`src/hw/xcvr_ctrl_pkg.sv`:
```
// transceiver control definitions
package xcvr_ctrl_pkg;

   ////////////////////
   // lane and pll counts
   localparam int LANES      = 4;
   localparam int PLLS       = 2;
   localparam int PLL_SELECT = 0;   // pll that gates the tx path

   typedef logic [LANES-1:0] lane_vec_t;
   typedef logic [PLLS-1:0]  pll_vec_t;

   ////////////////////
   // status returned by the transceiver, one bit per lane
   typedef struct packed {
      lane_vec_t locked_to_data;
      lane_vec_t locked_to_ref;
      lane_vec_t tx_cal_busy;
      lane_vec_t rx_cal_busy;
   } lane_status_t;

   ////////////////////
   // reset timer lengths in clk cycles, shortened for simulation
   localparam int PLL_PDN_CYCLES = 16;
   localparam int TX_DIG_CYCLES  = 4;
   localparam int RX_ANA_CYCLES  = 8;
   localparam int RX_DIG_CYCLES  = 32;

   // one width covers all timers, the rx digital wait is the longest
   localparam int TMR_W = $clog2(RX_DIG_CYCLES + 1);

   typedef logic [TMR_W-1:0] tmr_t;

   // flops in each status synchronizer
   localparam int SYNC_STAGES = 2;

endpackage

```
`src/hw/xcvr_csr_pkg.sv`:
```
// management register map
package xcvr_csr_pkg;

   ////////////////////
   // bus widths
   localparam int ADDR_W = 8;
   localparam int DATA_W = 32;

   typedef logic [ADDR_W-1:0] mgmt_addr_t;
   typedef logic [DATA_W-1:0] mgmt_data_t;

   ////////////////////
   // word addresses
   localparam mgmt_addr_t REG_PLL_LOCKED     = 8'h00;   // ro
   localparam mgmt_addr_t REG_STATUS         = 8'h01;   // ro
   localparam mgmt_addr_t REG_RESET_CTRL     = 8'h02;
   localparam mgmt_addr_t REG_PLL_POWERDOWN  = 8'h03;
   localparam mgmt_addr_t REG_TX_DIGRST      = 8'h04;   // lane mask
   localparam mgmt_addr_t REG_RX_ANARST      = 8'h05;   // lane mask
   localparam mgmt_addr_t REG_RX_DIGRST      = 8'h06;   // lane mask
   localparam mgmt_addr_t REG_LOOPBACK       = 8'h07;   // lane mask
   localparam mgmt_addr_t REG_SET_LOCKTOREF  = 8'h08;   // lane mask
   localparam mgmt_addr_t REG_SET_LOCKTODATA = 8'h09;   // lane mask
   localparam mgmt_addr_t REG_LOCKEDTODATA   = 8'h0A;   // ro
   localparam mgmt_addr_t REG_LOCKEDTOREF    = 8'h0B;   // ro

   ////////////////////
   // REG_STATUS bits
   localparam int STS_TX_READY_BIT = 0;
   localparam int STS_RX_READY_BIT = 1;
   localparam int STS_PLL_PDN_BIT  = 2;

   // REG_RESET_CTRL bits
   localparam int RST_ALL_BIT = 0;   // write only, reads back zero
   localparam int RST_TX_BIT  = 1;   // tx digital hold
   localparam int RST_RX_BIT  = 2;   // rx digital hold

endpackage

```
`src/hw/xcvr_seq_if.sv`:
```
// register map to reset sequencer link
`timescale 1ns/1ps

interface xcvr_seq_if;

   // requests from the register map
   logic reset_all_req;       // single-cycle strobe
   logic tx_digital_req;      // level
   logic rx_digital_req;      // level
   logic rx_manual;           // some lane has a forced lock mode
   logic pll_powerdown_req;   // register bit, holds the timers at restart

   // sequencer state
   logic seq_pll_powerdown;
   logic seq_tx_digitalreset;
   logic seq_rx_analogreset;
   logic seq_rx_digitalreset;
   logic tx_ready;
   logic rx_ready;

   modport csr (
      output reset_all_req, tx_digital_req, rx_digital_req, rx_manual,
      output pll_powerdown_req,
      input  seq_pll_powerdown, seq_tx_digitalreset, seq_rx_analogreset,
      input  seq_rx_digitalreset, tx_ready, rx_ready
   );

   modport seq (
      input  reset_all_req, tx_digital_req, rx_digital_req, rx_manual,
      input  pll_powerdown_req,
      output seq_pll_powerdown, seq_tx_digitalreset, seq_rx_analogreset,
      output seq_rx_digitalreset, tx_ready, rx_ready
   );

endinterface

```
`src/hw/status_sync.sv`:
```
// status synchronizer
`timescale 1ns/1ps

module status_sync #(
   parameter type payload_t = logic
) (
   input  logic     clk,
   input  logic     embedded_reset,
   input  payload_t async_in,
   output payload_t sync_out
);

   payload_t sync_q [xcvr_ctrl_pkg::SYNC_STAGES];

   always_ff @(posedge clk)
   begin
      if (embedded_reset)
      begin
         for (int i = 0; i < xcvr_ctrl_pkg::SYNC_STAGES; i++)
            sync_q[i] <= '0;
      end
      else
      begin
         sync_q[0] <= async_in;   // first stage may go metastable
         for (int i = 1; i < xcvr_ctrl_pkg::SYNC_STAGES; i++)
            sync_q[i] <= sync_q[i-1];
      end
   end

   assign sync_out = sync_q[xcvr_ctrl_pkg::SYNC_STAGES-1];

endmodule

```
`src/hw/xcvr_mgmt_csr.sv`:
```
// management registers and reset merge
`timescale 1ns/1ps

module xcvr_mgmt_csr (
   input  logic                        clk,
   input  logic                        embedded_reset,
   input  xcvr_csr_pkg::mgmt_addr_t    mgmt_address,
   input  logic                        mgmt_read,
   input  logic                        mgmt_write,
   input  xcvr_csr_pkg::mgmt_data_t    mgmt_writedata,
   output xcvr_csr_pkg::mgmt_data_t    mgmt_readdata,
   output logic                        mgmt_waitrequest,
   input  xcvr_ctrl_pkg::lane_status_t status,
   input  xcvr_ctrl_pkg::pll_vec_t     pll_status,
   xcvr_seq_if.csr                     seq,
   output xcvr_ctrl_pkg::pll_vec_t     pll_powerdown,
   output xcvr_ctrl_pkg::lane_vec_t    tx_digitalreset,
   output xcvr_ctrl_pkg::lane_vec_t    rx_analogreset,
   output xcvr_ctrl_pkg::lane_vec_t    rx_digitalreset,
   output xcvr_ctrl_pkg::lane_vec_t    rx_seriallpbken,
   output xcvr_ctrl_pkg::lane_vec_t    rx_set_locktodata,
   output xcvr_ctrl_pkg::lane_vec_t    rx_set_locktoref
);

   logic                     pll_pdn_q;
   logic                     tx_hold_q;
   logic                     rx_hold_q;
   xcvr_ctrl_pkg::lane_vec_t tx_digrst_q;
   xcvr_ctrl_pkg::lane_vec_t rx_anarst_q;
   xcvr_ctrl_pkg::lane_vec_t rx_digrst_q;
   xcvr_ctrl_pkg::lane_vec_t loopback_q;
   xcvr_ctrl_pkg::lane_vec_t locktoref_q;
   xcvr_ctrl_pkg::lane_vec_t locktodata_q;
   xcvr_ctrl_pkg::lane_vec_t wr_mask;
   logic                     rd_done_q;   // second cycle of a read
   xcvr_csr_pkg::mgmt_data_t rd_mux;
   xcvr_csr_pkg::mgmt_data_t readdata_q;

   assign wr_mask = mgmt_writedata[xcvr_ctrl_pkg::LANES-1:0];

   ////////////////////
   // register writes
   always_ff @(posedge clk)
   begin
      if (embedded_reset)
      begin
         pll_pdn_q    <= 1'b0;
         tx_hold_q    <= 1'b0;
         rx_hold_q    <= 1'b0;
         tx_digrst_q  <= '0;
         rx_anarst_q  <= '0;
         rx_digrst_q  <= '0;
         loopback_q   <= '0;
         locktoref_q  <= '0;
         locktodata_q <= '0;
      end
      else if (mgmt_write)
      begin
         case (mgmt_address)
            xcvr_csr_pkg::REG_RESET_CTRL:
            begin
               tx_hold_q <= mgmt_writedata[xcvr_csr_pkg::RST_TX_BIT];
               rx_hold_q <= mgmt_writedata[xcvr_csr_pkg::RST_RX_BIT];
            end
            xcvr_csr_pkg::REG_PLL_POWERDOWN:  pll_pdn_q    <= mgmt_writedata[0];
            xcvr_csr_pkg::REG_TX_DIGRST:      tx_digrst_q  <= wr_mask;
            xcvr_csr_pkg::REG_RX_ANARST:      rx_anarst_q  <= wr_mask;
            xcvr_csr_pkg::REG_RX_DIGRST:      rx_digrst_q  <= wr_mask;
            xcvr_csr_pkg::REG_LOOPBACK:       loopback_q   <= wr_mask;
            xcvr_csr_pkg::REG_SET_LOCKTOREF:  locktoref_q  <= wr_mask;
            xcvr_csr_pkg::REG_SET_LOCKTODATA: locktodata_q <= wr_mask;
            default: ;   // read-only and unmapped words
         endcase
      end
   end

   // reset_all acts on the write edge itself
   assign seq.reset_all_req = mgmt_write
                              && (mgmt_address == xcvr_csr_pkg::REG_RESET_CTRL)
                              && mgmt_writedata[xcvr_csr_pkg::RST_ALL_BIT];
   assign seq.tx_digital_req    = tx_hold_q;
   assign seq.rx_digital_req    = rx_hold_q;
   assign seq.pll_powerdown_req = pll_pdn_q;
   assign seq.rx_manual         = |(locktoref_q | locktodata_q);

   ////////////////////
   // read mux
   always_comb
   begin
      rd_mux = '0;   // unmapped words read zero
      case (mgmt_address)
         xcvr_csr_pkg::REG_PLL_LOCKED:
            rd_mux[xcvr_ctrl_pkg::PLLS-1:0] = pll_status;
         xcvr_csr_pkg::REG_STATUS:
         begin
            rd_mux[xcvr_csr_pkg::STS_TX_READY_BIT] = seq.tx_ready;
            rd_mux[xcvr_csr_pkg::STS_RX_READY_BIT] = seq.rx_ready;
            rd_mux[xcvr_csr_pkg::STS_PLL_PDN_BIT]  = seq.seq_pll_powerdown | pll_pdn_q;
         end
         xcvr_csr_pkg::REG_RESET_CTRL:
         begin
            rd_mux[xcvr_csr_pkg::RST_TX_BIT] = tx_hold_q;
            rd_mux[xcvr_csr_pkg::RST_RX_BIT] = rx_hold_q;
         end
         xcvr_csr_pkg::REG_PLL_POWERDOWN:  rd_mux[0] = pll_pdn_q;
         xcvr_csr_pkg::REG_TX_DIGRST:      rd_mux[xcvr_ctrl_pkg::LANES-1:0] = tx_digrst_q;
         xcvr_csr_pkg::REG_RX_ANARST:      rd_mux[xcvr_ctrl_pkg::LANES-1:0] = rx_anarst_q;
         xcvr_csr_pkg::REG_RX_DIGRST:      rd_mux[xcvr_ctrl_pkg::LANES-1:0] = rx_digrst_q;
         xcvr_csr_pkg::REG_LOOPBACK:       rd_mux[xcvr_ctrl_pkg::LANES-1:0] = loopback_q;
         xcvr_csr_pkg::REG_SET_LOCKTOREF:  rd_mux[xcvr_ctrl_pkg::LANES-1:0] = locktoref_q;
         xcvr_csr_pkg::REG_SET_LOCKTODATA: rd_mux[xcvr_ctrl_pkg::LANES-1:0] = locktodata_q;
         xcvr_csr_pkg::REG_LOCKEDTODATA:
            rd_mux[xcvr_ctrl_pkg::LANES-1:0] = status.locked_to_data;
         xcvr_csr_pkg::REG_LOCKEDTOREF:
            rd_mux[xcvr_ctrl_pkg::LANES-1:0] = status.locked_to_ref;
         default: ;
      endcase
   end

   ////////////////////
   // read wait generator, one wait cycle per read
   always_ff @(posedge clk)
   begin
      if (embedded_reset)
         rd_done_q <= 1'b0;
      else
         rd_done_q <= mgmt_read && !rd_done_q;
   end

   always_ff @(posedge clk)
   begin
      if (mgmt_read && !rd_done_q)
         readdata_q <= rd_mux;   // sampled in the wait cycle
   end

   assign mgmt_readdata    = readdata_q;
   assign mgmt_waitrequest = mgmt_read && !rd_done_q;

   ////////////////////
   // manual overrides merged with the sequencer
   assign pll_powerdown   = {xcvr_ctrl_pkg::PLLS{seq.seq_pll_powerdown | pll_pdn_q}};
   assign tx_digitalreset = {xcvr_ctrl_pkg::LANES{seq.seq_tx_digitalreset}} | tx_digrst_q;
   assign rx_analogreset  = {xcvr_ctrl_pkg::LANES{seq.seq_rx_analogreset}} | rx_anarst_q;
   assign rx_digitalreset = {xcvr_ctrl_pkg::LANES{seq.seq_rx_digitalreset}} | rx_digrst_q;

   assign rx_seriallpbken   = loopback_q;
   assign rx_set_locktodata = locktodata_q;
   assign rx_set_locktoref  = locktoref_q;

endmodule

```
`src/hw/xcvr_reset_seq.sv`:
```
// embedded reset sequencer
`timescale 1ns/1ps

module xcvr_reset_seq (
   input  logic                        clk,
   input  logic                        embedded_reset,
   input  xcvr_ctrl_pkg::lane_status_t status,
   input  xcvr_ctrl_pkg::pll_vec_t     pll_status,
   xcvr_seq_if.seq                     ctl
);

   typedef enum logic [1:0] {TX_WAIT, TX_COUNT, TX_DONE} tx_state_t;
   typedef enum logic [1:0] {RX_ANALOG, RX_LOCK, RX_DONE} rx_state_t;

   logic                pdn_q;
   xcvr_ctrl_pkg::tmr_t pdn_cnt;
   tx_state_t           tx_state;
   xcvr_ctrl_pkg::tmr_t tx_cnt;
   rx_state_t           rx_state;
   xcvr_ctrl_pkg::tmr_t rx_cnt;
   logic                restart;
   logic                tx_start;   // pll locked and calibration done
   logic                tx_lost;
   logic                all_locked;

   assign restart  = ctl.reset_all_req || ctl.pll_powerdown_req;
   assign tx_start = pll_status[xcvr_ctrl_pkg::PLL_SELECT]
                     && !(|status.tx_cal_busy) && !ctl.tx_digital_req;
   assign tx_lost  = !pll_status[xcvr_ctrl_pkg::PLL_SELECT] || ctl.tx_digital_req;
   assign all_locked = &status.locked_to_data;

   ////////////////////
   // pll powerdown timer
   always_ff @(posedge clk)
   begin
      if (embedded_reset || restart)
      begin
         pdn_q   <= 1'b1;
         pdn_cnt <= '0;
      end
      else if (pdn_q)
      begin
         if (pdn_cnt == xcvr_ctrl_pkg::tmr_t'(xcvr_ctrl_pkg::PLL_PDN_CYCLES - 1))
            pdn_q <= 1'b0;
         pdn_cnt <= pdn_cnt + 1'b1;
      end
   end

   ////////////////////
   // tx path
   always_ff @(posedge clk)
   begin
      if (embedded_reset || restart || pdn_q)
      begin
         tx_state <= TX_WAIT;
         tx_cnt   <= '0;
      end
      else
      begin
         case (tx_state)
            TX_WAIT:
            begin
               tx_cnt <= '0;
               if (tx_start)
                  tx_state <= TX_COUNT;
            end
            TX_COUNT:
            begin
               if (tx_lost)
                  tx_state <= TX_WAIT;
               else if (tx_cnt == xcvr_ctrl_pkg::tmr_t'(xcvr_ctrl_pkg::TX_DIG_CYCLES - 1))
                  tx_state <= TX_DONE;
               else
                  tx_cnt <= tx_cnt + 1'b1;
            end
            TX_DONE:
            begin
               if (tx_lost)
                  tx_state <= TX_WAIT;   // pll dropped or digital hold
            end
            default: tx_state <= TX_WAIT;
         endcase
      end
   end

   ////////////////////
   // rx path, every lane shares one sequence
   always_ff @(posedge clk)
   begin
      if (embedded_reset || restart || pdn_q)
      begin
         rx_state <= RX_ANALOG;
         rx_cnt   <= '0;
      end
      else
      begin
         case (rx_state)
            RX_ANALOG:
            begin
               if (rx_cnt != xcvr_ctrl_pkg::tmr_t'(xcvr_ctrl_pkg::RX_ANA_CYCLES - 1))
                  rx_cnt <= rx_cnt + 1'b1;
               else if (!(|status.rx_cal_busy))
               begin
                  rx_state <= RX_LOCK;
                  rx_cnt   <= '0;
               end
            end
            RX_LOCK:
            begin
               // lock must hold for the whole window
               if (!all_locked || ctl.rx_digital_req)
                  rx_cnt <= '0;
               else if (rx_cnt == xcvr_ctrl_pkg::tmr_t'(xcvr_ctrl_pkg::RX_DIG_CYCLES - 1))
                  rx_state <= RX_DONE;
               else
                  rx_cnt <= rx_cnt + 1'b1;
            end
            RX_DONE:
            begin
               if (ctl.rx_digital_req || (!ctl.rx_manual && !all_locked))
               begin
                  rx_state <= RX_LOCK;
                  rx_cnt   <= '0;
               end
            end
            default: rx_state <= RX_ANALOG;
         endcase
      end
   end

   assign ctl.seq_pll_powerdown   = pdn_q;
   assign ctl.seq_tx_digitalreset = (tx_state != TX_DONE);
   assign ctl.tx_ready            = (tx_state == TX_DONE);
   assign ctl.seq_rx_analogreset  = (rx_state == RX_ANALOG);
   assign ctl.seq_rx_digitalreset = (rx_state != RX_DONE);
   assign ctl.rx_ready            = (rx_state == RX_DONE);

endmodule

```
`src/hw/xcvr_ctrl_top.sv`:
```
// transceiver management and reset top
`timescale 1ns/1ps

module xcvr_ctrl_top (
   input  logic                     clk,
   input  logic                     embedded_reset,
   // management port
   input  xcvr_csr_pkg::mgmt_addr_t mgmt_address,
   input  logic                     mgmt_read,
   input  logic                     mgmt_write,
   input  xcvr_csr_pkg::mgmt_data_t mgmt_writedata,
   output xcvr_csr_pkg::mgmt_data_t mgmt_readdata,
   output logic                     mgmt_waitrequest,
   // status from the transceiver
   input  xcvr_ctrl_pkg::pll_vec_t  pll_locked,
   input  xcvr_ctrl_pkg::lane_vec_t rx_is_lockedtodata,
   input  xcvr_ctrl_pkg::lane_vec_t rx_is_lockedtoref,
   input  xcvr_ctrl_pkg::lane_vec_t tx_cal_busy,
   input  xcvr_ctrl_pkg::lane_vec_t rx_cal_busy,
   // resets and controls to the transceiver
   output xcvr_ctrl_pkg::pll_vec_t  pll_powerdown,
   output xcvr_ctrl_pkg::lane_vec_t tx_analogreset,
   output xcvr_ctrl_pkg::lane_vec_t tx_digitalreset,
   output xcvr_ctrl_pkg::lane_vec_t rx_analogreset,
   output xcvr_ctrl_pkg::lane_vec_t rx_digitalreset,
   output xcvr_ctrl_pkg::lane_vec_t rx_seriallpbken,
   output xcvr_ctrl_pkg::lane_vec_t rx_set_locktodata,
   output xcvr_ctrl_pkg::lane_vec_t rx_set_locktoref,
   output logic                     tx_pma_ready,
   output logic                     rx_pma_ready
);

   xcvr_ctrl_pkg::lane_status_t status_raw;
   xcvr_ctrl_pkg::lane_status_t status_s;
   xcvr_ctrl_pkg::pll_vec_t     pll_locked_s;

   xcvr_seq_if seq_if ();

   assign status_raw.locked_to_data = rx_is_lockedtodata;
   assign status_raw.locked_to_ref  = rx_is_lockedtoref;
   assign status_raw.tx_cal_busy    = tx_cal_busy;
   assign status_raw.rx_cal_busy    = rx_cal_busy;

   ////////////////////
   // status into the clk domain
   status_sync #(.payload_t(xcvr_ctrl_pkg::lane_status_t)) lane_sync (
      .clk            (clk),
      .embedded_reset (embedded_reset),
      .async_in       (status_raw),
      .sync_out       (status_s)
   );

   status_sync #(.payload_t(xcvr_ctrl_pkg::pll_vec_t)) pll_sync (
      .clk            (clk),
      .embedded_reset (embedded_reset),
      .async_in       (pll_locked),
      .sync_out       (pll_locked_s)
   );

   xcvr_mgmt_csr csr (
      .clk               (clk),
      .embedded_reset    (embedded_reset),
      .mgmt_address      (mgmt_address),
      .mgmt_read         (mgmt_read),
      .mgmt_write        (mgmt_write),
      .mgmt_writedata    (mgmt_writedata),
      .mgmt_readdata     (mgmt_readdata),
      .mgmt_waitrequest  (mgmt_waitrequest),
      .status            (status_s),
      .pll_status        (pll_locked_s),
      .seq               (seq_if.csr),
      .pll_powerdown     (pll_powerdown),
      .tx_digitalreset   (tx_digitalreset),
      .rx_analogreset    (rx_analogreset),
      .rx_digitalreset   (rx_digitalreset),
      .rx_seriallpbken   (rx_seriallpbken),
      .rx_set_locktodata (rx_set_locktodata),
      .rx_set_locktoref  (rx_set_locktoref)
   );

   xcvr_reset_seq reset_seq (
      .clk            (clk),
      .embedded_reset (embedded_reset),
      .status         (status_s),
      .pll_status     (pll_locked_s),
      .ctl            (seq_if.seq)
   );

   // tx pma held in reset while the pll is powered down
   assign tx_analogreset = {xcvr_ctrl_pkg::LANES{pll_powerdown[xcvr_ctrl_pkg::PLL_SELECT]}};

   assign tx_pma_ready = seq_if.tx_ready;
   assign rx_pma_ready = seq_if.rx_ready;

endmodule

```
`config.mk`:
```
export PLATFORM = sky130hd
export DESIGN_NAME = xcvr_ctrl_top
export DESIGN_NICKNAME = d
export VERILOG_FILES = /design/src/hw/xcvr_ctrl_pkg.sv /design/src/hw/xcvr_csr_pkg.sv /design/src/hw/xcvr_seq_if.sv /design/src/hw/status_sync.sv /design/src/hw/xcvr_mgmt_csr.sv /design/src/hw/xcvr_reset_seq.sv /design/src/hw/xcvr_ctrl_top.sv
export SDC_FILE = /design/constraint.sdc
export NUM_CORES = 1
export LEC_CHECK = 0
export ABC_CLOCK_PERIOD_IN_PS = 3300
export BUFFER_PORTS_ARGS = -buffer_cell sky130_fd_sc_hd__buf_2
export CORE_MARGIN = 4
export CORE_UTILIZATION = 56
export DETAILED_ROUTE_END_ITERATION = 10
export GPL_ROUTABILITY_DRIVEN = 0
export PLACE_DENSITY_LB_ADDON = 0.05
export SLEW_MARGIN = 10
export SYNTH_ARGS = -nofsm -noshare
export SYNTH_HDL_FRONTEND = slang
export SYNTH_HIERARCHICAL = 1
export SYNTH_SLANG_ARGS = --single-unit
```
`constraint.sdc`:
```
create_clock -name clk -period 3.3 [get_ports clk]
set_input_delay 0.33 -clock clk [delete_from_list [all_inputs] [get_ports clk]]
set_output_delay 0.33 -clock clk [all_outputs]
set_load 0.01 [all_outputs]
```
=== Yosys cells after proc, flatten, opt, wreduce, memory -nomap -nowiden ===
Memories as Yosys holds them, arrays and structs flattened.
Index checks and enable logic that the tools add are counted.
Widths: inputs -> output; s select.

* Memories kept: 2
* Latch bits: 0
* Output and inout bits: 65
* Bits of input ports: 62
* RAM bits: 36
* Register bits: 55
* Word-level logic and storage cells: 136
* Bits in read-only memories: 0

{| class="wikitable"
|+ Memory list
! memory !! words !! bits a word !! read ports !! clocked after Yosys merged registers in !! wr ports !! line !! source
|-
| lane_sync.sync_q || 2 || 16 || 2 || 0 || 2 || status_sync.sv:13 || <nowiki>payload_t sync_q [xcvr_ctrl_pkg::SYNC_STAGES];</nowiki>
|-
| pll_sync.sync_q || 2 || 2 || 2 || 0 || 2 || status_sync.sv:13 ||
|}

* Order comparisons: 0
* Reduce and logical (&&, ||, !) cells: 39
* Multipliers: 0
* Eq/ne operators: 33
* $add $sub $neg: 3
* Divide/modulo/power cells: 0
* Bitwise gates (word level): 9
* Shifts and indexed selects: 0
* Muxes and demuxes: 33

{| class="wikitable"
|+ Operators by type and width
! kind !! number
|-
| $mux 6 || 7
|-
| $eq 8x3->1 const B || 4
|-
| $eq 8x4->1 const B || 4
|-
| $mux 16 || 2
|-
| $mux 2 || 11
|-
| $pmux 1 s11 || 2
|-
| $add 6x1->6 const B || 3
|-
| $pmux 6 s3 || 1
|-
| $eq 8x2->1 const B || 2
|-
| $or 4x4->4 || 4
|-
| $reduce_and 2->1 || 8
|-
| $ne 2x2->1 const B || 7
|-
| $pmux 2 s3 || 2
|-
| $pmux 6 s2 || 1
|-
| $reduce_or 4->1 || 3
|-
| $pmux 1 s10 || 1
|-
| $eq 8x1->1 const B || 1
|-
| $logic_not 8->1 || 1
|-
| $ne 2x1->1 const B || 4
|-
| $pmux 1 s8 || 1
|-
| $reduce_and 4->1 || 2
|-
| $eq 6x2->1 const B || 1
|-
| $eq 6x4->1 const B || 1
|-
| $eq 6x5->1 const B || 1
|-
| other kinds (15) || 43
|}

=== Longest topological paths before layout ===
Gate-level depths: netlist of run 1.

* Depth in word-level cells: 7
* Mapped depth: 10

=== Modules after synthesis ===
The synthesis of run 1 kept the hierarchy.

{| class="wikitable"
|+ Modules (own cells, without submodules)
! module !! times used !! area each (um^2) !! cells an instance !! sequential area each (um^2)
|-
| xcvr_mgmt_csr || 1 || 1953.1 || 209 || 680.7
|-
| xcvr_reset_seq || 1 || 1270.0 || 149 || 460.4
|-
| status_sync (lane_sync) || 1 || 983.4 || 83 || 640.6
|-
| status_sync (pll_sync) || 1 || 120.1 || 10 || 80.1
|-
| xcvr_ctrl_top || 1 || 30.0 || 4 || 0.0
|}

=== Least setup slack after synthesis of run 1 ===
OpenSTA, ideal clock, no wires.

* Path type: input-to-reg
* From: input mgmt_address[0]
* To: register reset_seq.rx_state[0]
* Required time: 3228 ps
* Data arrival time: 2242 ps
* Slack: 986 ps
* Buffers on the path: 3
* Setup time: 72 ps
* Stages on the path: 10
* Cell sequence: clkbuf_1 -> nor2b_1 -> nand4_1 -> nor2_1 -> or3_4 -> buf_6 -> or2_4 -> buf_6 -> or3_1 -> mux2i_1

* Longest elaborated chain between the ends: 6

{| class="wikitable"
|+ Ends and longest elaborated chain
! item !! line !! source
|-
| start: declaration || xcvr_ctrl_top.sv:8 || <nowiki>input xcvr_csr_pkg::mgmt_addr_t mgmt_address,</nowiki>
|-
| $eq 8x2->1 || xcvr_mgmt_csr.sv:79 || <nowiki>&& (mgmt_address == xcvr_csr_pkg::REG_RESET_CTRL)</nowiki>
|-
| $logic_and 1x1->1 || xcvr_mgmt_csr.sv:79 ||
|-
| $logic_and 1x1->1 || xcvr_mgmt_csr.sv:80 || <nowiki>&& mgmt_writedata[xcvr_csr_pkg::RST_ALL_BIT];</nowiki>
|-
| net seq_if.reset_all_req || xcvr_seq_if.sv:7 || <nowiki>logic reset_all_req;</nowiki>
|-
| $logic_or 1x1->1 || xcvr_reset_seq.sv:26 || <nowiki>assign restart = ctl.reset_all_req || ctl.pll_powerdown_req;</nowiki>
|-
| $logic_or 1x1->1 (2 in a row) || xcvr_reset_seq.sv:90 || <nowiki>if (embedded_reset || restart || pdn_q)</nowiki>
|-
| end signal: assignment || xcvr_reset_seq.sv:92 || <nowiki>rx_state <= RX_ANALOG;</nowiki>
|-
| end signal: assignment || xcvr_reset_seq.sv:104 || <nowiki>rx_state <= RX_LOCK;</nowiki>
|-
| end signal: assignment || xcvr_reset_seq.sv:114 || <nowiki>rx_state <= RX_DONE;</nowiki>
|-
| end: declaration || xcvr_reset_seq.sv:19 || <nowiki>rx_state_t rx_state;</nowiki>
|}

The timed path passes the listed nets, and every way through them passes these cells.
A chain may end at the register's enable or synchronous reset.

=== Worst setup path after layout of run 1 ===
* From: input mgmt_address[1]
* To: register reset_seq.tx_state[0]

* Longest elaborated chain between the ends: 6

{| class="wikitable"
|+ Ends and longest elaborated chain
! item !! line !! source
|-
| $eq 8x2->1 || xcvr_mgmt_csr.sv:79 ||
|-
| $logic_and 1x1->1 || xcvr_mgmt_csr.sv:79 ||
|-
| $logic_and 1x1->1 || xcvr_mgmt_csr.sv:80 ||
|-
| net seq_if.reset_all_req || xcvr_seq_if.sv:7 ||
|-
| $logic_or 1x1->1 || xcvr_reset_seq.sv:26 ||
|-
| $logic_or 1x1->1 (2 in a row) || xcvr_reset_seq.sv:53 || <nowiki>if (embedded_reset || restart || pdn_q)</nowiki>
|-
| end signal: assignment || xcvr_reset_seq.sv:55 || <nowiki>tx_state <= TX_WAIT;</nowiki>
|-
| end signal: assignment || xcvr_reset_seq.sv:65 || <nowiki>tx_state <= TX_COUNT;</nowiki>
|-
| end signal: assignment || xcvr_reset_seq.sv:70 || <nowiki>tx_state <= TX_WAIT;</nowiki>
|-
| end: declaration || xcvr_reset_seq.sv:17 || <nowiki>tx_state_t tx_state;</nowiki>
|}

The timed path passes the listed nets, and every way through them passes these cells.

==> tab_implementation.tex, run 1 <==
\begin{tabular}{lr}
\hline
Metric & Value \\
\hline
\multicolumn{2}{l}{\textbf{Yosys}} \\
Mapped Cells & about 460 \\
Most instantiated cells after synthesis & sky130\_fd\_sc\_hd\_\_dfxtp\_1 (87), sky130\_fd\_sc\_hd\_\_buf\_4 (55), sky130\_fd\_sc\_hd\_\_nor2b\_1 (45) \\
Top-count cell post-synth & sky130\_fd\_sc\_hd\_\_dfxtp\_1 \\
Part of the Yosys area used for sequential elements & 42.73\% \\
Ys flop type & sky130\_fd\_sc\_hd\_\_dfxtp\_1 \\
Cell type contributing the most total cell area after synthesis & sky130\_fd\_sc\_hd\_\_dfxtp\_1 \\
Post-synthesis instance area & $\sim$0.0044 mm2 \\
Synth async-reset ratio & 0\% \\
Count of different cell masters after synthesis & 62 \\
Yosys reg bits & 91 \\
Number of flops mapped to enable cells by yosys & 4 \\
Share of the synthesized area in the top cell type & $\sim$40\% \\
Mean cell area of the mapped netlist & $\sim$9.6 um2 \\
Largest cells by area after synthesis & sky130\_fd\_sc\_hd\_\_dfxtp\_1 (40\%), sky130\_fd\_sc\_hd\_\_buf\_4 (9.5\%), sky130\_fd\_sc\_hd\_\_nor2b\_1 (6.5\%), sky130\_fd\_sc\_hd\_\_mux2i\_1 (6.4\%), sky130\_fd\_sc\_hd\_\_nor2\_1 (3.7\%) \\
Warnings from Yosys & 6 \\
\multicolumn{2}{l}{\textbf{Critical path}} \\
Sum of buffers and inverters on the critical path & 1 \\
Top delay family on crit path & simple AND/OR/NAND/NOR gates \\
CP endpoint kind & flop \\
Worst r2r path cells & 7 \\
Reg-to-reg setup timing slack & 1180 ps \\
End of the worst register-to-register path & reset\_seq/rx\_cnt[3] \\
Worst R2R Start & reset\_seq/rx\_state[1] \\
Arrival time at the worst endpoint & roughly 2400 ps \\
Crit-path slowest cell & sky130\_fd\_sc\_hd\_\_nor2\_1 \\
Critical Path End & reset\_seq/tx\_state[0] \\
Worst Path Required & 3550 ps \\
Instance count on the critical path & 8 \\
Crit Path Max Fanout & 18 \\
Class of the most critical setup path & input pin to flop \\
Origin of the worst setup path & mgmt\_address[1] \\
Worst path most repeated cell & sky130\_fd\_sc\_hd\_\_nor2\_1 \\
Series of cell instances along the critical path & buf\_2, nor2b\_1, nand4\_1, nor2\_1, or3\_4, nor2\_1, nand2\_1, a2111oi\_2 \\
Startpoint type of the worst setup path & input pin \\
Worst path max stage delay & 480 ps \\
\multicolumn{2}{l}{\textbf{Global route}} \\
Number of global-route vias before repair & 2931 \\
Wire length of the first global-routing pass & around 14 mm \\
Initial antenna violation count & 0 \\
Final global-route overflow total & 0 \\
Largest net degree at the start of global routing & 65 \\
GRT Resource Usage Total & between 20\% and 30\% \\
\multicolumn{2}{l}{\textbf{Floorplan}} \\
Horiz. Die Dim & 96.21 um \\
Initial Util & between 50\% and 60\% \\
Num ports & roughly 130 \\
CORE AREA & between 0.007 and 0.008 mm2 \\
Row cnt & 31 \\
Die H & 96.21 um \\
Floorplan die area & a little over 0.009 mm2 \\
\multicolumn{2}{l}{\textbf{Clocking}} \\
Clock Path Buffers & 2 \\
TritonCTS clock tree & done \\
Number of buffers inserted to repair setup after CTS & 0 \\
Reg clk slew, reported paths & $\sim$90 ps \\
Clock root buffer & sky130\_fd\_sc\_hd\_\_clkbuf\_8 \\
TritonCTS buffer count & 9 \\
Deepest level of the CTS H-tree & 3 \\
TritonCTS sink count & between 90 and 100 \\
Insertion delay to the later sink of the worst-skew pair & around 360 ps \\
Total of cells resized after clock tree synthesis & 0 \\
Post-CTS Hold Buffers & 0 \\
\multicolumn{2}{l}{\textbf{Outcome}} \\
Status & finished, final reports clean \\
\multicolumn{2}{l}{\textbf{Drt}} \\
Number of iterations in the first detailed-routing pass & 4 \\
Post-route antenna net violation count & 0 \\
Total number of vias & about 3200 \\
Count of unresolved DRC violations after routing & 0 \\
Drt via density & 5.313 \\
DRC marker count from the first detailed-route iteration & 150 \\
Post-Route WL & between 8 and 9 mm \\
Routed length per instance & about 15 um \\
\multicolumn{2}{l}{\textbf{STA}} \\
Worst setup slack after layout & around 1100 ps \\
Final slew viol count & 0 \\
Final hold violation count & 0 \\
Final setup skew & 14.78 ps \\
Total Negative Setup Slacks & 0 ps \\
Count of endpoints failing setup in the final report & 0 \\
Actual transition at the worst max-transition pin & about 640 ps \\
Fmax & 0.4573 GHz \\
Fin crit share & 66.26\% \\
Unrepaired setup endpoints after global routing & no \\
Headroom to the max-slew limit & 56.87\% \\
Fin crit period & $\sim$2200 ps \\
\multicolumn{2}{l}{\textbf{Final layout}} \\
Layout filler cell count & about 660 \\
Non-filler instance count after layout & 600 \\
Share of final-layout standard cells stronger than drive strength 1 & about 24\% \\
Final Cell Area & $\sim$0.0047 mm2 \\
Net total in the final layout & roughly 570 \\
Total area of multi-input combinational cells & 0.002063 mm2 \\
Antenna diode count & 0 \\
Area used by sequential logic in the layout & 0.001862 mm2 \\
Area growth from synthesis to layout & 8.386\% \\
\multicolumn{2}{l}{\textbf{Placed design}} \\
Placed Area & about 0.0045 mm2 \\
Port Buf Inserts & 70 \\
Worst Setup Slack post-DPL & roughly 760 ps \\
HPWL after detailed placement & about 6.4 mm \\
Total placed cells including tap cells & a little under 600 \\
\multicolumn{2}{l}{\textbf{Power}} \\
Power Total & approximately 2.2 mW \\
Total power divided by cell area & roughly 470 mW/mm2 \\
Leakage & between 1.5 and 2 nW \\
VDD IR-drop max & about 0.00032 V \\
\multicolumn{2}{l}{\textbf{Hold path}} \\
Kind of path behind the tightest hold check & input pin to flop \\
Number of cells on the worst hold path & 2 \\
\multicolumn{2}{l}{\textbf{Flow run}} \\
Max capacitance violation total & 0 \\
\hline
\end{tabular}
routing by layer:
layer / vias to the layer above / GRT usage, % / share of wire, %
met5: - / 0 / 0
met1: 1485 / 27.34 / 46
met3: 12 / 3.597 / 6.6
met2: 105 / 31.22 / 46
li1: 1586 / - / -
met4: 0 / 8.531 / 1.5
report_power, final:
group          internal (mW)  switching [mW]  total [mW]
logic                 0.0469          0.0792       0.126
registers               1.13         0.00933        1.14
clock network          0.532           0.407       0.939
per-stage QoR:
step / utilization, % / hold WS [ps]
4_1_cts: 63.74 / 159.8
6_report: 63.74 / 173.5
3_3_place_gp: 60.29 / 420.5
3_5_place_dp: 60.29 / 420.4
5_1_grt: 63.74 / 171.3
2_1_floorplan: - / 401.6
how the worst min path moves through the flow:
stage                                  from                       to
global route          rx_is_lockedtodata[3]  lane_sync/sync_q[0][15]
global placement    lane_sync/sync_q[0][11]  lane_sync/sync_q[0][27]
CTS                          tx_cal_busy[3]   lane_sync/sync_q[0][7]
finish                       tx_cal_busy[3]   lane_sync/sync_q[0][7]
detailed placement   lane_sync/sync_q[0][6]  lane_sync/sync_q[0][22]
floorplan                    embedded_reset  lane_sync/sync_q[0][29]
cells in the final DEF, fill, tap and decap left out, types with 4 or more instances in the layout:
cell type | Yosys | layout
sky130_fd_sc_hd__a211oi_1 | 5 | 5
sky130_fd_sc_hd__a21oi_1 | 11 | 11
sky130_fd_sc_hd__buf_2 | 2 | 70
sky130_fd_sc_hd__clkbuf_8 | 0 | 10
sky130_fd_sc_hd__conb_1 | 1 | 28
sky130_fd_sc_hd__dfxtp_1 | 87 | 87
sky130_fd_sc_hd__edfxtp_1 | 4 | 4
sky130_fd_sc_hd__ha_1 | 7 | 7
sky130_fd_sc_hd__inv_1 | 12 | 12
sky130_fd_sc_hd__mux2_2 | 5 | 5
sky130_fd_sc_hd__mux2i_1 | 28 | 28
sky130_fd_sc_hd__mux4_2 | 4 | 4
sky130_fd_sc_hd__nand2_1 | 20 | 20
sky130_fd_sc_hd__nand3_1 | 14 | 14
sky130_fd_sc_hd__nand4_1 | 7 | 7
sky130_fd_sc_hd__nor2_1 | 43 | 43
sky130_fd_sc_hd__nor2b_1 | 45 | 45
sky130_fd_sc_hd__nor3_1 | 5 | 5
sky130_fd_sc_hd__nor4_1 | 5 | 5
sky130_fd_sc_hd__o21ai_0 | 8 | 8
sky130_fd_sc_hd__or2_2 | 13 | 13
sky130_fd_sc_hd__or3_1 | 5 | 5
cell families (layout without fill, tap and decap cells):
| family | count (synthesis) | count (layout) | synth area share, % |
|---|---|---|---|
| adders and majority gates | 7 | 7 | 2.010 |
| and+or+nand+nor | 177 | 177 | 22.89 |
| other | 1 | 28 | 0.08607 |
| DFF | 91 | 91 | 42.73 |
| xor gates and xnor gates | 6 | 6 | 1.206 |
| buffers and inverters | 82 | 101 | 12.23 |
| AOI/OAI and AO/OA | 54 | 54 | 9.047 |
| muxes | 37 | 37 | 9.793 |
final cells by class:
class,instances,share of cell area [%]
clock inverter,6,2.491
clock buffer,10,2.915
tap,99,2.623
inverter,12,0.9539
timing repair buffer,73,7.896
multi-input combinational,309,43.69
sequential,91,39.43
registers in the layout, summed over array words and instances, names as in the netlist, 2 cells and up:
name                   flops
csr/mgmt_readdata          4
csr/rx_anarst_q            4
csr/rx_digrst_q            4
csr/rx_seriallpbken        4
csr/rx_set_locktodata      4
csr/rx_set_locktoref       4
csr/tx_digrst_q            4
lane_sync/sync_q          32
pll_sync/sync_q            4
reset_seq/pdn_cnt          6
reset_seq/rx_cnt           6
reset_seq/rx_state         2
reset_seq/tx_cnt           6
reset_seq/tx_state         2
(Power assumes the default switching activity.)
==> inputs of run 2 (changes only) <==
--- a/config.mk
+++ b/config.mk
@@ -5,10 +5,10 @@
 export SDC_FILE = /design/constraint.sdc
 export NUM_CORES = 1
 export LEC_CHECK = 0
-export ABC_CLOCK_PERIOD_IN_PS = 3300
+export ABC_CLOCK_PERIOD_IN_PS = 2100
 export BUFFER_PORTS_ARGS = -buffer_cell sky130_fd_sc_hd__buf_2
 export CORE_MARGIN = 4
-export CORE_UTILIZATION = 56
+export CORE_UTILIZATION = 52
 export DETAILED_ROUTE_END_ITERATION = 10
 export GPL_ROUTABILITY_DRIVEN = 0
 export PLACE_DENSITY_LB_ADDON = 0.05
==> constraint.sdc (replaced) <==
create_clock -name clk -period 2.1 [get_ports clk]
set_input_delay 0.21 -clock clk [delete_from_list [all_inputs] [get_ports clk]]
set_output_delay 0.21 -clock clk [all_outputs]
set_load 0.01 [all_outputs]
==> run 2 against run 1 <==
  * Register-to-register slack worse by 1000 ps
  * Total power grew 41%
  * Largest power group unchanged
  * Setup slack got worse by 960 ps
  * Critical path type is now flop to flop
  * Sequential share of layout area decreased by 0.44 points
  * First-iteration DRC count is 0.67% lower
  * Core utilization is 5.3 points lower
==> tab_implementation.tex, run 2 (synthesis results as in run 1) <==
\begin{tabular}{lr}
\hline
Metric & Value \\
\hline
\multicolumn{2}{l}{\textbf{Drt}} \\
Count of unresolved DRC violations after routing & 0 \\
Routed length per instance & $\sim$14 um \\
DRC marker count from the first detailed-route iteration & between 100 and 150 \\
Drt via density & 5.178 \\
Post-Route WL & approximately 9 mm \\
Post-route antenna net violation count & 0 \\
Total number of vias & 3205 \\
Number of iterations in the first detailed-routing pass & 4 \\
\multicolumn{2}{l}{\textbf{STA}} \\
Total Negative Setup Slacks & 0 ps \\
Final hold violation count & 0 \\
Fin crit share & between 90 and 100\% \\
Headroom to the max-slew limit & between 50\% and 60\% \\
Fin crit period & 1951 ps \\
Fmax & around 0.51 GHz \\
Final setup skew & 12.87 ps \\
Count of endpoints failing setup in the final report & 0 \\
Final slew viol count & 0 \\
Actual transition at the worst max-transition pin & between 600 and 700 ps \\
Unrepaired setup endpoints after global routing & no \\
\multicolumn{2}{l}{\textbf{Critical path}} \\
Startpoint type of the worst setup path & flop \\
Worst r2r path cells & 7 \\
CP endpoint kind & flop \\
Arrival time at the worst endpoint & 2220 ps \\
Worst R2R Start & reset\_seq/rx\_state[1] \\
Crit Path Max Fanout & 6 \\
Class of the most critical setup path & flop to flop \\
Origin of the worst setup path & reset\_seq/rx\_state[1] \\
Worst Path Required & 2370 ps \\
\multicolumn{2}{l}{\textbf{Power}} \\
Part of the power in combinational logic & approximately 6.7\% \\
VDD IR-drop max & approximately 0.00037 V \\
Leakage & about 2 nW \\
Share of total power in the clock network & between 30\% and 40\% \\
Total power divided by cell area & 651.9 mW/mm2 \\
Fraction of power consumed by sequential logic & $\sim$58\% \\
Switching power & 0.7961 mW \\
Internal power consumption & 2.317 mW \\
Proportion of total power due to net switching & between 20\% and 30\% \\
\multicolumn{2}{l}{\textbf{Clocking}} \\
Insertion delay to the later sink of the worst-skew pair & $\sim$360 ps \\
TritonCTS clock tree & done \\
Clock Path Buffers & 2 \\
Total of cells resized after clock tree synthesis & 0 \\
Deepest level of the CTS H-tree & 3 \\
TritonCTS buffer count & 9 \\
Post-CTS Hold Buffers & 0 \\
TritonCTS sink count & 91 \\
Number of buffers inserted to repair setup after CTS & 0 \\
Reg clk slew, reported paths & 100 ps \\
Clock root buffer & sky130\_fd\_sc\_hd\_\_clkbuf\_8 \\
\multicolumn{2}{l}{\textbf{Final layout}} \\
Net total in the final layout & between 500 and 600 \\
Most frequent standard cell in the layout excluding fill and tap cells & sky130\_fd\_sc\_hd\_\_dfxtp\_1 \\
Antenna diode count & 0 \\
Biggest register & lane\_sync/sync\_q \\
Area growth from synthesis to layout & 9.621\% \\
Highest-count cells in the layout ignoring fill and taps & sky130\_fd\_sc\_hd\_\_dfxtp\_1 (87), sky130\_fd\_sc\_hd\_\_buf\_2 (70), sky130\_fd\_sc\_hd\_\_nor2b\_1 (45) \\
Share of final-layout standard cells stronger than drive strength 1 & between 20\% and 30\% \\
Non-filler instance count after layout & 619 \\
Layout filler cell count & 778 \\
Max reg flops & 32 \\
\multicolumn{2}{l}{\textbf{Global route}} \\
Final global-route overflow total & 0 \\
Routing usage on met3 & under 10\% \\
Initial antenna violation count & 0 \\
Number of global-route vias before repair & 2923 \\
Grt peak-use layer & met2 \\
Wire length of the first global-routing pass & between 10 and 15 mm \\
GRT Resource Usage Total & 18.31\% \\
Met1 track demand over resource & between 20\% and 30\% \\
Met2 usage in global routing & approximately 28\% \\
Largest net degree at the start of global routing & 65 \\
\multicolumn{2}{l}{\textbf{Floorplan}} \\
Horiz. Die Dim & 99.53 um \\
Floorplan die area & $\sim$0.0099 mm2 \\
Num ports & approximately 130 \\
Row cnt & 33 \\
Initial Util & a little over half \\
CORE AREA & a little over 0.008 mm2 \\
Die H & between 90 and 100 um \\
\multicolumn{2}{l}{\textbf{Hold path}} \\
Number of cells on the worst hold path & 2 \\
Startpoint of the tightest hold check path & tx\_cal\_busy[0] \\
Kind of path behind the tightest hold check & input pin to flop \\
\multicolumn{2}{l}{\textbf{Placed design}} \\
HPWL after detailed placement & roughly 6.7 mm \\
Port Buf Inserts & 70 \\
Total placed cells including tap cells & 603 \\
\multicolumn{2}{l}{\textbf{Outcome}} \\
Status & finished, final reports clean \\
\multicolumn{2}{l}{\textbf{Flow run}} \\
Max capacitance violation total & 0 \\
\hline
\end{tabular}
==> run 2: changes by cell type in the layout (fill, tap and decap cells not counted), sizes merged <==
cell	before	now
buf	73	86
bufinv	3	0
clkinv	0	1
clkinvlp	1	0
inv	14	17
==> run 2: worst paths after layout <==
check | end | slack, ps
worst max-delay path | reset_seq/rx_cnt[0] | 150
worst min-delay path | lane_sync/sync_q[0][4] | 60
worst max register to register | reset_seq/rx_cnt[0] | 150
worst min register to register | lane_sync/sync_q[0][18] | 440
==> run 2: worst max-delay path, stage by stage (launching register included) <==
cell                      delay [ps]
sky130_fd_sc_hd__dfxtp_1         410
sky130_fd_sc_hd__inv_1            80
sky130_fd_sc_hd__ha_1            220
sky130_fd_sc_hd__o41a_1          150
sky130_fd_sc_hd__a41o_1          290
sky130_fd_sc_hd__a211o_1         370
sky130_fd_sc_hd__and2_1          190
sky130_fd_sc_hd__o21a_1          150
==> run 2: per-layer routing <==
layer	part of all wire [%]	routed length, um
met1	48	4239
met2	46	4033
met3	5.4	479
met4	1.2	104
met5	0	0
==> run 2: area by class of cell <==
cell class | count | area, um2 | share of cell area, %
Multi-Input combinational cell | 309 | 2085 | 43.65
Sequential cell | 91 | 1862 | 38.98
Timing Repair Buffer | 86 | 470.5 | 9.851
Tap cell | 105 | 131.4 | 2.751
Clock buffer | 10 | 127.6 | 2.672
Clock inverter | 6 | 55.05 | 1.153
Inverter | 12 | 45.04 | 0.9431
==> run 2: power groups by stage <==
stage | combinational (mW) | sequential (mW) | clock (mW)
2_1_floorplan | 0.191 | 1.83 | 0
3_3_place_gp | 0.204 | 1.83 | 0
3_5_place_dp | 0.207 | 1.83 | 0
4_1_cts | 0.208 | 1.79 | 1.15
5_1_grt | 0.231 | 1.80 | 1.22
6_report | 0.209 | 1.79 | 1.11
==> run 2: stage by stage <==
step / instance area (um2) / util [%] / hold slack, ps / setup WS, ps / power [mW]
after floorplan: 4461 / - / 281.6 / 26.58 / 2.022
after global placement: 4572 / 55.92 / 417.4 / 184.6 / 2.037
after detailed placement: 4572 / 55.92 / 420.4 / 163.3 / 2.041
after CTS: 4755 / 58.16 / 42.20 / 144.5 / 3.150
after global routing: 4776 / 58.42 / 47.63 / 34.78 / 3.245
final: 4776 / 58.42 / 59.70 / 148.6 / 3.114
==> inputs of run 3 (changes only) <==
--- a/config.mk
+++ b/config.mk
@@ -6,7 +6,7 @@
 export NUM_CORES = 1
 export LEC_CHECK = 0
 export ABC_CLOCK_PERIOD_IN_PS = 2100
-export BUFFER_PORTS_ARGS = -buffer_cell sky130_fd_sc_hd__buf_2
+export BUFFER_PORTS_ARGS = -buffer_cell sky130_fd_sc_hd__clkbuf_2
 export CORE_MARGIN = 4
 export CORE_UTILIZATION = 52
 export DETAILED_ROUTE_END_ITERATION = 10
==> run 3 against run 2 <==
  * Clock skew rose by 5.0 ps
  * Clock power up 7%
  * Non-clock buffer count up 2
  * Critical endpoint is now reset_seq/rx_cnt[5]
  * Highest routed layer unchanged
==> tab_implementation.tex, run 3 (synthesis results as in run 1) <==
\begin{tabular}{lr}
\hline
Metric & Value \\
\hline
\multicolumn{2}{l}{\textbf{Clocking}} \\
Deepest level of the CTS H-tree & 3 \\
Reg clk slew, reported paths & roughly 100 ps \\
Clock Path Buffers & 2 \\
TritonCTS clock tree & done \\
Number of buffers inserted to repair setup after CTS & 0 \\
Insertion delay to the later sink of the worst-skew pair & 360 ps \\
Post-CTS Hold Buffers & 0 \\
TritonCTS buffer count & 9 \\
TritonCTS sink count & 91 \\
Total of cells resized after clock tree synthesis & 0 \\
Clock root buffer & sky130\_fd\_sc\_hd\_\_clkbuf\_8 \\
\multicolumn{2}{l}{\textbf{Critical path}} \\
Class of the most critical setup path & flop to flop \\
Startpoint type of the worst setup path & flop \\
Crit Path Max Fanout & 4 \\
Arrival time at the worst endpoint & around 2200 ps \\
Worst Path Required & about 2400 ps \\
CP endpoint kind & flop \\
\multicolumn{2}{l}{\textbf{Drt}} \\
Post-Route WL & roughly 9 mm \\
Count of unresolved DRC violations after routing & 0 \\
DRC marker count from the first detailed-route iteration & about 190 \\
Drt via density & 5.211 \\
Post-route antenna net violation count & 0 \\
Routed length per instance & about 15 um \\
Total number of vias & about 3200 \\
Number of iterations in the first detailed-routing pass & 5 \\
\multicolumn{2}{l}{\textbf{Outcome}} \\
Status & finished, final reports clean \\
\multicolumn{2}{l}{\textbf{Floorplan}} \\
Num ports & 127 \\
Row cnt & 33 \\
Die H & around 100 um \\
Horiz. Die Dim & 99.53 um \\
CORE AREA & 0.008175 mm2 \\
Initial Util & roughly 53\% \\
Floorplan die area & just under 0.01 mm2 \\
\multicolumn{2}{l}{\textbf{Final layout}} \\
Antenna diode count & 0 \\
Most frequent standard cell in the layout excluding fill and tap cells & sky130\_fd\_sc\_hd\_\_dfxtp\_1 \\
Max reg flops & 32 \\
Area growth from synthesis to layout & 9.851\% \\
Share of final-layout standard cells stronger than drive strength 1 & between 20\% and 30\% \\
Biggest register & lane\_sync/sync\_q \\
Highest-count cells in the layout ignoring fill and taps & sky130\_fd\_sc\_hd\_\_dfxtp\_1 (87), sky130\_fd\_sc\_hd\_\_clkbuf\_2 (70), sky130\_fd\_sc\_hd\_\_nor2b\_1 (45) \\
Layout filler cell count & roughly 740 \\
Net total in the final layout & 580 \\
\multicolumn{2}{l}{\textbf{STA}} \\
Total Negative Setup Slacks & 0 ps \\
Fin crit share & a little over 90\% \\
Final slew viol count & 0 \\
Final setup skew & between 15 and 20 ps \\
Fin crit period & approximately 1900 ps \\
Actual transition at the worst max-transition pin & 627.9 ps \\
Unrepaired setup endpoints after global routing & no \\
Headroom to the max-slew limit & $\sim$58\% \\
Fmax & between 0.5 and 0.6 GHz \\
Final hold violation count & 0 \\
Count of endpoints failing setup in the final report & 0 \\
\multicolumn{2}{l}{\textbf{Placed design}} \\
Port Buf Inserts & 70 \\
HPWL after detailed placement & between 6 and 7 mm \\
\multicolumn{2}{l}{\textbf{Power}} \\
VDD IR-drop max & 0.0004799 V \\
Total power divided by cell area & between 600 and 700 mW/mm2 \\
Fraction of power consumed by sequential logic & a little under three fifths \\
Switching power & between 0.7 and 0.8 mW \\
Leakage & just under 2 nW \\
Part of the power in combinational logic & between 6 and 7\% \\
Power Total & $\sim$3.2 mW \\
Internal power consumption & 2.422 mW \\
Proportion of total power due to net switching & between 20\% and 30\% \\
Share of total power in the clock network & between 30\% and 40\% \\
\multicolumn{2}{l}{\textbf{Global route}} \\
Number of global-route vias before repair & slightly below 3000 \\
Initial antenna violation count & 0 \\
GRT Resource Usage Total & between 10\% and 20\% \\
Final global-route overflow total & 0 \\
Wire length of the first global-routing pass & around 14 mm \\
Largest net degree at the start of global routing & 65 \\
\multicolumn{2}{l}{\textbf{Flow run}} \\
Max capacitance violation total & 0 \\
\multicolumn{2}{l}{\textbf{Hold path}} \\
Kind of path behind the tightest hold check & input pin to flop \\
\hline
\end{tabular}
run 3: layer usage:
metal	GRT usage [%]	part of all wire, %	vias up
met5	0	0	-
met4	5.462	1.5	0
met3	3.927	6.3	12
met2	29.70	46	106
met1	24.87	46	1507
li1	-	-	1611
run 3: path summary, 6_finish.rpt:
path / startpoint / endpoint / slack, ps / depth (start not counted)
worst max-delay path: reset_seq/rx_state[0] / reset_seq/rx_cnt[5] / 180 / 7
worst min-delay path: rx_is_lockedtodata[0] / lane_sync/sync_q[0][12] / 60 / 2
worst min register to register: lane_sync/sync_q[0][1] / lane_sync/sync_q[0][17] / 440 / 1
worst max register to register: reset_seq/rx_state[0] / reset_seq/rx_cnt[5] / 180 / 7
run 3: worst max-delay path, stage by stage, from the launching register on:
cell and delay, ps:
sky130_fd_sc_hd__dfxtp_1 390, sky130_fd_sc_hd__inv_1 90, sky130_fd_sc_hd__ha_1 220, sky130_fd_sc_hd__o41a_1 150
sky130_fd_sc_hd__a41o_1 270, sky130_fd_sc_hd__a211oi_2 310, sky130_fd_sc_hd__o21ai_0 140, sky130_fd_sc_hd__a32o_1 270
run 3: layout make-up:
type,instances,area (um2),share of cell area (%)
clock buffers,10,127.6,2.667
clock inverters,6,71.32,1.490
inverters,12,45.04,0.9412
multi-input cells,309,2063,43.11
flip-flops and latches,91,1862,38.90
well taps,105,131.4,2.745
repair buffers,88,485.5,10.14
run 3: per-stage QoR:
step | cell area, um2 | util, % | hold slack (ps) | instances | setup slack (ps)
after floorplan | 4461 | - | 281.6 | 482 | 26.58
after global placement | 4587 | 56.11 | 417.9 | 605 | 139.5
after detailed placement | 4587 | 56.11 | 422.4 | 605 | 117.7
after CTS | 4786 | 58.54 | 41.43 | 621 | 178.2
after global routing | 4786 | 58.54 | 54.30 | 621 | 24.31
final | 4786 | 58.54 | 58.86 | 621 | 177.5
run 3: power groups by stage:
stage / sequential, mW / clock (mW) / combinational, mW
detailed placement: 1.83 / 0 / 0.211
CTS: 1.79 / 1.22 / 0.211
finish: 1.79 / 1.19 / 0.212
global route: 1.80 / 1.29 / 0.235
global placement: 1.83 / 0 / 0.208
floorplan: 1.83 / 0 / 0.191
